==> config.mk <==
export PLATFORM = sky130hd
export DESIGN_NAME = arithTop
export DESIGN_NICKNAME = d
export VERILOG_FILES = /design/src/arithPkg.sv /design/src/arithIf.sv /design/src/prefixAndOr.sv /design/src/subVZ.sv /design/src/opDecode.sv /design/src/subExecute.sv /design/src/resultSelect.sv /design/src/arithTop.sv
export VERILOG_INCLUDE_DIRS = /design/src
export SDC_FILE = /design/constraint.sdc
export NUM_CORES = 1
export LEC_CHECK = 0
export BUFFER_PORTS_ARGS = -buffer_cell sky130_fd_sc_hd__buf_2
export CAP_MARGIN = 20
export CORE_ASPECT_RATIO = 1.25
export CORE_UTILIZATION = 61
export CTS_BUF_LIST = sky130_fd_sc_hd__clkbuf_16
export DETAILED_ROUTE_END_ITERATION = 8
export PLACE_DENSITY_LB_ADDON = 0.3
export SETUP_SLACK_MARGIN = 0.1
export SYNTH_ARGS = -nofsm -noshare
export SYNTH_HDL_FRONTEND = slang
export SYNTH_SLANG_ARGS = --single-unit
==> constraint.sdc <==
create_clock -name clk -period 4.25 [get_ports clk]
set_input_delay 0.425 -clock clk [delete_from_list [all_inputs] [get_ports clk]]
set_output_delay 0.425 -clock clk [all_outputs]
set_load 0.1 [all_outputs]
==> src/arith_consts.svh <==
`ifndef ARITH_CONSTS_SVH
`define ARITH_CONSTS_SVH

// operand and result word width in bits, at least 2
`define ARITH_WIDTH 16

// prefix network choice for the subtractor
// 0 serial chain
// 1 Brent-Kung
// 2 Sklansky
`define ARITH_SPEED 2

`endif

==> src/arithPkg.sv <==
`include "arith_consts.svh"

package arithPkg;

	// operand / result word
	typedef logic [`ARITH_WIDTH-1:0] word_t;

	// request opcodes, unused encodings decode as OP_SUB
	typedef enum logic [2:0] {
		OP_SUB = 3'd0, // a - b
		OP_SBC = 3'd1, // a - b - borrowIn
		OP_CMP = 3'd2, // flags only
		OP_MIN = 3'd3, // signed min
		OP_MAX = 3'd4  // signed max
	} arithOp_e;

	// four-phase receiver states
	typedef enum logic [1:0] {
		IDLE = 2'd0, // waiting for req
		BUSY = 2'd1, // request travelling down the stages
		DONE = 2'd2  // ack up, waiting for it to drop
	} hsState_e;

endpackage

==> src/arithIf.sv <==
`timescale 1ns/10ps

interface arithIf;
	import arithPkg::*;

	logic valid; // one-cycle stage strobe
	logic carry; // borrow into the subtractor
	arithOp_e oper;
	word_t opA;
	word_t opB;
	word_t diff; // execute side only
	logic ovf;
	logic zflag; // prefix zero flag, good for carry 0

	// decode -> execute
	modport dec (output valid, carry, oper, opA, opB);
	modport exeIn (input valid, carry, oper, opA, opB);

	// execute -> result
	modport exeOut (output valid, carry, oper, opA, opB, diff, ovf, zflag);
	modport res (input valid, carry, oper, opA, opB, diff, ovf, zflag);

endinterface

==> src/prefixAndOr.sv <==
`timescale 1ns/10ps

module prefixAndOr #(
	parameter int width = 8, // word width
	parameter int speed = 2  // 0 serial, 1 Brent-Kung, 2 Sklansky
) (
	input logic [width-1:0] GI, // bit generate
	input logic [width-1:0] PI, // bit propagate
	output logic [width-1:0] GO, // group generate from bit 0
	output logic [width-1:0] PO  // group propagate from bit 0
);

	localparam int n = width;
	localparam int m = $clog2(width); // tree depth

	if (speed == 2) begin : sklansky
		wire [n-1:0] gT [0:m]; // one row per level
		wire [n-1:0] pT [0:m];

		assign gT[0] = GI;
		assign pT[0] = PI;
		for (genvar l = 1; l <= m; l++) begin : lvl
			for (genvar j = 0; j < n; j++) begin : node
				// upper half of each 2**l block takes the top of the lower half
				if (((j >> (l - 1)) % 2) == 1) begin : black
					localparam int src = ((j >> (l - 1)) << (l - 1)) - 1;
					assign gT[l][j] = gT[l-1][j] | (pT[l-1][j] & gT[l-1][src]);
					assign pT[l][j] = pT[l-1][j] & pT[l-1][src];
				end else begin : white
					assign gT[l][j] = gT[l-1][j];
					assign pT[l][j] = pT[l-1][j];
				end
			end
		end
		assign GO = gT[m];
		assign PO = pT[m];
	end else if (speed == 1) begin : brentKung
		wire [n-1:0] gT [0:2*m-1]; // up tree then down tree
		wire [n-1:0] pT [0:2*m-1];

		assign gT[0] = GI;
		assign pT[0] = PI;
		// up sweep, every 2**l-th node folds in its left neighbour group
		for (genvar l = 1; l <= m; l++) begin : upLvl
			for (genvar j = 0; j < n; j++) begin : node
				if (((j + 1) % (1 << l)) == 0) begin : black
					localparam int src = j - (1 << (l - 1));
					assign gT[l][j] = gT[l-1][j] | (pT[l-1][j] & gT[l-1][src]);
					assign pT[l][j] = pT[l-1][j] & pT[l-1][src];
				end else begin : white
					assign gT[l][j] = gT[l-1][j];
					assign pT[l][j] = pT[l-1][j];
				end
			end
		end
		// down sweep fills in the remaining midpoints
		for (genvar l = m + 1; l < 2 * m; l++) begin : downLvl
			for (genvar j = 0; j < n; j++) begin : node
				localparam int d = 2 * m - l;
				if ((((j + 1) % (1 << d)) == (1 << (d - 1))) && (j >= (1 << d))) begin : black
					localparam int src = j - (1 << (d - 1));
					assign gT[l][j] = gT[l-1][j] | (pT[l-1][j] & gT[l-1][src]);
					assign pT[l][j] = pT[l-1][j] & pT[l-1][src];
				end else begin : white
					assign gT[l][j] = gT[l-1][j];
					assign pT[l][j] = pT[l-1][j];
				end
			end
		end
		assign GO = gT[2*m-1];
		assign PO = pT[2*m-1];
	end else begin : serial
		wire [n-1:0] gT; // ripple chain
		wire [n-1:0] pT;

		assign gT[0] = GI[0];
		assign pT[0] = PI[0];
		for (genvar j = 1; j < n; j++) begin : node
			assign gT[j] = GI[j] | (PI[j] & gT[j-1]);
			assign pT[j] = PI[j] & pT[j-1];
		end
		assign GO = gT;
		assign PO = pT;
	end

endmodule

==> src/subVZ.sv <==
`timescale 1ns/10ps

// S = A - B - CI with signed overflow V and zero flag Z
module subVZ #(
	parameter int width = 8, // word width, at least 2
	parameter int speed = 2  // prefix network choice
) (
	input logic [width-1:0] A,
	input logic [width-1:0] B,
	input logic CI, // borrow in, subtracted
	output logic [width-1:0] S,
	output logic V, // result outside signed range
	output logic Z  // S == 0, only for CI = 0
);

	logic [width-1:0] bInv;
	logic ciInv; // borrow becomes carry into bit 0
	logic [width-1:0] gIn;
	logic [width-1:0] pIn;
	logic [width-1:0] gOut;
	logic [width-1:0] pOut;

	assign bInv = ~B;
	assign ciInv = ~CI;

	// bit 0 absorbs the carry in as a full adder majority
	assign gIn[0] = (A[0] & bInv[0]) | (A[0] & ciInv) | (bInv[0] & ciInv);
	assign gIn[width-1:1] = A[width-1:1] & bInv[width-1:1];
	assign pIn = A ^ bInv; // also the half-sum bits

	prefixAndOr #(
		.width(width),
		.speed(speed)
	) prefix_i (
		.GI(gIn),
		.PI(pIn),
		.GO(gOut),
		.PO(pOut)
	);

	assign S = pIn ^ {gOut[width-2:0], ciInv};
	assign V = gOut[width-1] ^ gOut[width-2]; // carry into vs out of msb
	// all propagate means A == B
	assign Z = pOut[width-1];

endmodule

==> src/opDecode.sv <==
`timescale 1ns/10ps

module opDecode (
	input logic clk,
	input logic arstN,
	input logic req,
	input logic [2:0] op,
	input arithPkg::word_t a,
	input arithPkg::word_t b,
	input logic borrowIn,
	input logic done, // ack is high at the result stage
	arithIf.dec outIf
);
	import arithPkg::*;

	hsState_e state;
	arithOp_e opDec;
	logic accept; // take a new request this edge

	always_comb begin
		case (op)
			OP_SBC: opDec = OP_SBC;
			OP_CMP: opDec = OP_CMP;
			OP_MIN: opDec = OP_MIN;
			OP_MAX: opDec = OP_MAX;
			default: opDec = OP_SUB; // includes unused codes
		endcase
	end

	// DONE with ack already gone counts as idle, so a quick re-raise is not missed
	assign accept = req && ((state == IDLE) || ((state == DONE) && !done));

	always_ff @(posedge clk or negedge arstN) begin
		if (!arstN) begin
			state <= IDLE;
			outIf.valid <= 1'b0;
		end else begin
			outIf.valid <= accept; // single cycle strobe
			case (state)
				IDLE: if (accept) state <= BUSY;
				BUSY: if (done) state <= DONE;
				DONE: if (!done) state <= accept ? BUSY : IDLE;
				default: state <= IDLE;
			endcase
		end
	end

	always_ff @(posedge clk) begin
		if (accept) begin
			outIf.opA <= a;
			outIf.opB <= b;
			outIf.oper <= opDec;
			outIf.carry <= (opDec == OP_SBC) && borrowIn; // borrow only for SBC
		end
	end

endmodule

==> src/subExecute.sv <==
`timescale 1ns/10ps
`include "arith_consts.svh"

module subExecute (
	input logic clk,
	input logic arstN,
	arithIf.exeIn inIf,
	arithIf.exeOut outIf
);
	import arithPkg::*;

	word_t diffC; // combinational subtractor outputs
	logic ovfC;
	logic zflagC;

	subVZ #(
		.width(`ARITH_WIDTH),
		.speed(`ARITH_SPEED)
	) subVZ_i (
		.A(inIf.opA),
		.B(inIf.opB),
		.CI(inIf.carry),
		.S(diffC),
		.V(ovfC),
		.Z(zflagC)
	);

	always_ff @(posedge clk or negedge arstN) begin
		if (!arstN) outIf.valid <= 1'b0;
		else outIf.valid <= inIf.valid; // strobe moves one stage on
	end

	// payload captured with the strobe and held until the next request
	always_ff @(posedge clk) begin
		if (inIf.valid) begin
			outIf.diff <= diffC;
			outIf.ovf <= ovfC;
			outIf.zflag <= zflagC;
			outIf.oper <= inIf.oper;
			outIf.carry <= inIf.carry;
			outIf.opA <= inIf.opA; // kept for min / max
			outIf.opB <= inIf.opB;
		end
	end

endmodule

==> src/resultSelect.sv <==
`timescale 1ns/10ps

module resultSelect (
	input logic clk,
	input logic arstN,
	input logic req,
	arithIf.res inIf,
	output arithPkg::word_t result,
	output logic overflow,
	output logic zero,
	output logic less,
	output logic ack,
	output logic done // back to the receiver
);
	import arithPkg::*;

	localparam int msb = $bits(word_t) - 1;

	logic lessC; // signed a < b, or a - b - borrow < 0
	logic zeroC;
	word_t resultC;
	logic reqQ; // req as seen at the last edge

	assign lessC = inIf.diff[msb] ^ inIf.ovf;
	// prefix zero flag breaks with a borrow, fall back to a reduction
	assign zeroC = inIf.carry ? ~|inIf.diff : inIf.zflag;

	always_comb begin
		case (inIf.oper)
			OP_CMP: resultC = '0; // flags only
			OP_MIN: resultC = lessC ? inIf.opA : inIf.opB;
			OP_MAX: resultC = lessC ? inIf.opB : inIf.opA;
			default: resultC = inIf.diff; // SUB, SBC
		endcase
	end

	always_ff @(posedge clk or negedge arstN) begin
		if (!arstN) begin
			result <= '0;
			overflow <= 1'b0;
			zero <= 1'b0;
			less <= 1'b0;
			ack <= 1'b0;
			reqQ <= 1'b0;
		end else begin
			reqQ <= req;
			if (inIf.valid) begin
				result <= resultC;
				overflow <= inIf.ovf;
				zero <= zeroC;
				less <= lessC;
				ack <= 1'b1;
			end else if (ack && !reqQ) begin
				ack <= 1'b0; // one edge after req was seen low
			end
		end
	end

	assign done = ack;

endmodule

==> src/arithTop.sv <==
`timescale 1ns/10ps

module arithTop (
	input logic clk,
	input logic arstN,
	input logic req,
	input logic [2:0] op,
	input arithPkg::word_t a,
	input arithPkg::word_t b,
	input logic borrowIn,
	output arithPkg::word_t result,
	output logic overflow,
	output logic zero,
	output logic less,
	output logic ack
);

	arithIf decToExe ();
	arithIf exeToRes ();

	logic done; // result stage holding ack

	opDecode opDecode_i (
		.clk(clk),
		.arstN(arstN),
		.req(req),
		.op(op),
		.a(a),
		.b(b),
		.borrowIn(borrowIn),
		.done(done),
		.outIf(decToExe.dec)
	);

	subExecute subExecute_i (
		.clk(clk),
		.arstN(arstN),
		.inIf(decToExe.exeIn),
		.outIf(exeToRes.exeOut)
	);

	resultSelect resultSelect_i (
		.clk(clk),
		.arstN(arstN),
		.req(req),
		.inIf(exeToRes.res),
		.result(result),
		.overflow(overflow),
		.zero(zero),
		.less(less),
		.ack(ack),
		.done(done)
	);

endmodule

==> summary.txt <==
Clock tree
  – TritonCTS clock tree: done
  – H-Tree Level Count: 4
  – Post-CTS setup repair buffer count: 0
  – Clk_lat worst skew: 400 ps
  – Total CTS buffers: 17
  – Max clock buf depth: 2
  – Post-CTS Resized: 0
  – Worst-path clk slew: 50 ps
  – Root Driver: clkbuf_16
  – Clock Sinks: 115
  – CTS Hold Bufs: 0

Floorplanning
  – Row count: 35
  – Die ar.: 0.008214 mm^2
  – IO Pins: 59
  – Die Span Y: 101.1 um
  – Initial core utilization: 63.98%
  – Core box area: 0.007488 mm^2
  – Chip Width: 81.27 um

Layout
  – Ant diodes: 0
  – Final nets: 462
  – Fin util: 77.06%
  – Fill cells: 417
  – Multi-input gate area: 0.001328 mm^2
  – Syn-to-layout area delta: 20.45%
  – Fin area: 0.005771 mm^2
  – Sequential Area: 0.003329 mm^2
  – Share of cells above drive strength 1: 24.58%

Worst hold path
  – HP Class: input port to async pin

GRT
  – First-pass GRT wire length: 14320 um
  – Largest net degree at the start of global routing: 56
  – Total track usage: 25.24%
  – Vias in the first global route: 2945
  – Antenna violations before repair: 0
  – GRT Residual Overflow: 0

Synth
  – Most common flop cell mapped by yosys: edfxtp_1
  – Synth Register Bits: 115
  – Synth top area share: 56.41%
  – Count leader, synth: edfxtp_1
  – Netlist cell types: 49
  – Syn_nets: 388
  – Synthesized area: 0.004791 mm^2
  – Synth async-reset ratio: 21.74%
  – Cell count after synthesis: 328
  – Avg Synthesized Cell Area: 14.61 um^2
  – Warnings, synthesis: 0
  – Number of flops mapped to enable cells by yosys: 90
  – Synth cell count leaders: 90 x edfxtp_1, 30 x inv_1, 26 x a21oi_1
  – Synth area leader: edfxtp_1
  – Largest cells by area after synthesis: edfxtp_1 56%, dfrtp_1 13%, ha_1 4.2%
  – Sequential element share of the synthesized area: 69.47%

Power
  – P_leak: 2.358 nW
  – PD cells: 810.4 mW/mm^2
  – Peak VDD IR: 0.6042 mV
  – Total power: 4.676 mW

Drt
  – Drt drc: 0
  – Top Layer Used: met4
  – First drt pass iteration count: 5
  – DR vias/cell: 5.769
  – Metal3 WL: 561 um
  – Post-route ant nets: 0
  – WL met2: 5010 um
  – DRT Wirelength: 9412 um
  – DRT met1 WL: 3548 um
  – Wire per inst: 18.56 um
  – Initial DRC Count: 215
  – Vias: 2925

Job
  – Maxcap violations: 0

Critical path
  – Beginning of the critical path: opDecode_i.outIf.carry
  – Worst Path Required: 4390 ps
  – Reg2reg start: opDecode_i.outIf.carry
  – Critical path capture point type: flop
  – WP buf/inv: 0
  – WS Path Type: flop to flop
  – Crit Path Max Fanout: 4
  – Worst-path cell chain: fa_1, fa_1, nand3b_1, a21oi_2, o21bai_2, a21oi_2, mux2_1
  – Delay-heaviest family, CP: adder cells
  – Critical Path AT: 2890 ps
  – Crit-path slowest cell: fa_1
  – CP peak stage delay: 470 ps
  – CP Launch Type: flop

STA
  – Final Skew: 5.970 ps
  – RSZ-0062 raised after global routing: false
  – Final Max Slew Viols: 0
  – Hold Fails Final Rpt: 0
  – Worst slew pin tran: 1065 ps
  – Final setup fails: 0
  – Tcrit/Tclk final: 64.52%
  – Final setup TNS: 0 ps
  – Fmax: 364.7 MHz
  – Min cycle time layout: 2742 ps
  – Slew headroom: 27.57%

Run status
  – Status: finished, final reports clean

Placement
  – Area after DPL: 0.005218 mm^2
  – GP Congestion: 0.7836
  – PortBufs: 58
  – DP Wirelength: 5852 um
-- final timing paths --
check	endpoint	slack, ps	depth (start not counted)
worst min-delay path	resultSelect_i.less	40	1
min in group clk	resultSelect_i.reqQ	140	1
max in group asynchronous	opDecode_i.outIf.valid	3770	1
worst max-delay path	subExecute_i.outIf.ovf	1510	7
worst min register to register	subExecute_i.outIf.oper[2]	420	0
worst max register to register	subExecute_i.outIf.ovf	1510	7
-- cells by family (layout without fill, tap and decap cells) --
group / count (synthesis) / count (layout) / synth area share [%]
DFF: 115 / 115 / 69.47
AOI/OAI and AO/OA: 78 / 78 / 10.39
and+or+nand+nor: 63 / 63 / 7.574
buffers and inverters: 36 / 123 / 3.056
adders and majority gates: 21 / 21 / 6.268
xor gates and xnor gates: 10 / 10 / 1.985
muxes: 5 / 5 / 1.254
-- area by class of cell --
cell class	count	share of cell area [%]
sequential	115	57.70
multi-input combinational	177	23.01
clock buffer	17	7.372
timing repair buffer	61	5.768
clock inverter	15	2.212
tap	92	1.995
inverter	30	1.951
-- placed cells by master, fill, tap and decap left out, types with 5 or more instances in the layout --
| cell type | instances |
|---|---|
| edfxtp_1 | 90 |
| buf_2 | 58 |
| inv_1 | 34 |
| a21oi_1 | 25 |
| dfrtp_1 | 24 |
| nor2b_1 | 20 |
| clkbuf_16 | 17 |
| a22oi_1 | 16 |
| ha_1 | 16 |
| o21ai_1 | 11 |
| nor2_1 | 9 |
| nand2_1 | 8 |
| o21ai_0 | 7 |
| clkinv_2 | 6 |
| nor3_1 | 5 |
| xnor2_1 | 5 |
| fa_1 | 5 |
-- state kept, by name, indices dropped and copies added (netlist names) --
name	count
opDecode_i.outIf.opA	16
opDecode_i.outIf.opB	16
resultSelect_i.result	16
subExecute_i.outIf.diff	16
subExecute_i.outIf.opA	16
subExecute_i.outIf.opB	16
opDecode_i.outIf.oper	3
subExecute_i.outIf.oper	3
opDecode_i.state	2
opDecode_i.outIf.carry	1
opDecode_i.outIf.valid	1
resultSelect_i.ack	1
resultSelect_i.less	1
resultSelect_i.overflow	1
resultSelect_i.reqQ	1
resultSelect_i.zero	1
subExecute_i.outIf.carry	1
subExecute_i.outIf.ovf	1
subExecute_i.outIf.valid	1
subExecute_i.outIf.zflag	1
-- power breakdown --
| group | switching (mW) | total, mW | internal (mW) |
|---|---|---|---|
| sequential | 0.165 | 1.79 | 1.62 |
| clock | 0.468 | 1.31 | 0.843 |
| combinational | 1.18 | 1.58 | 0.397 |
-- through the flow --
step           hold slack, ps  worst slack [ps]  cells
2_1_floorplan           129.4              1059    328
3_3_place_gp            402.6              1686    474
3_5_place_dp            404.5              1635    475
4_1_cts                 42.13              1508    507
5_1_grt                 81.00              1383    507
6_report                41.24              1508    507
-- metal layers --
metal	global-route usage [%]	vias to the layer above
met2	43.91	129
met4	12.91	0
li1	-	1360
met1	26.96	1412
met3	7.964	24
met5	0	-
Power figures use the tool's default switching activity.
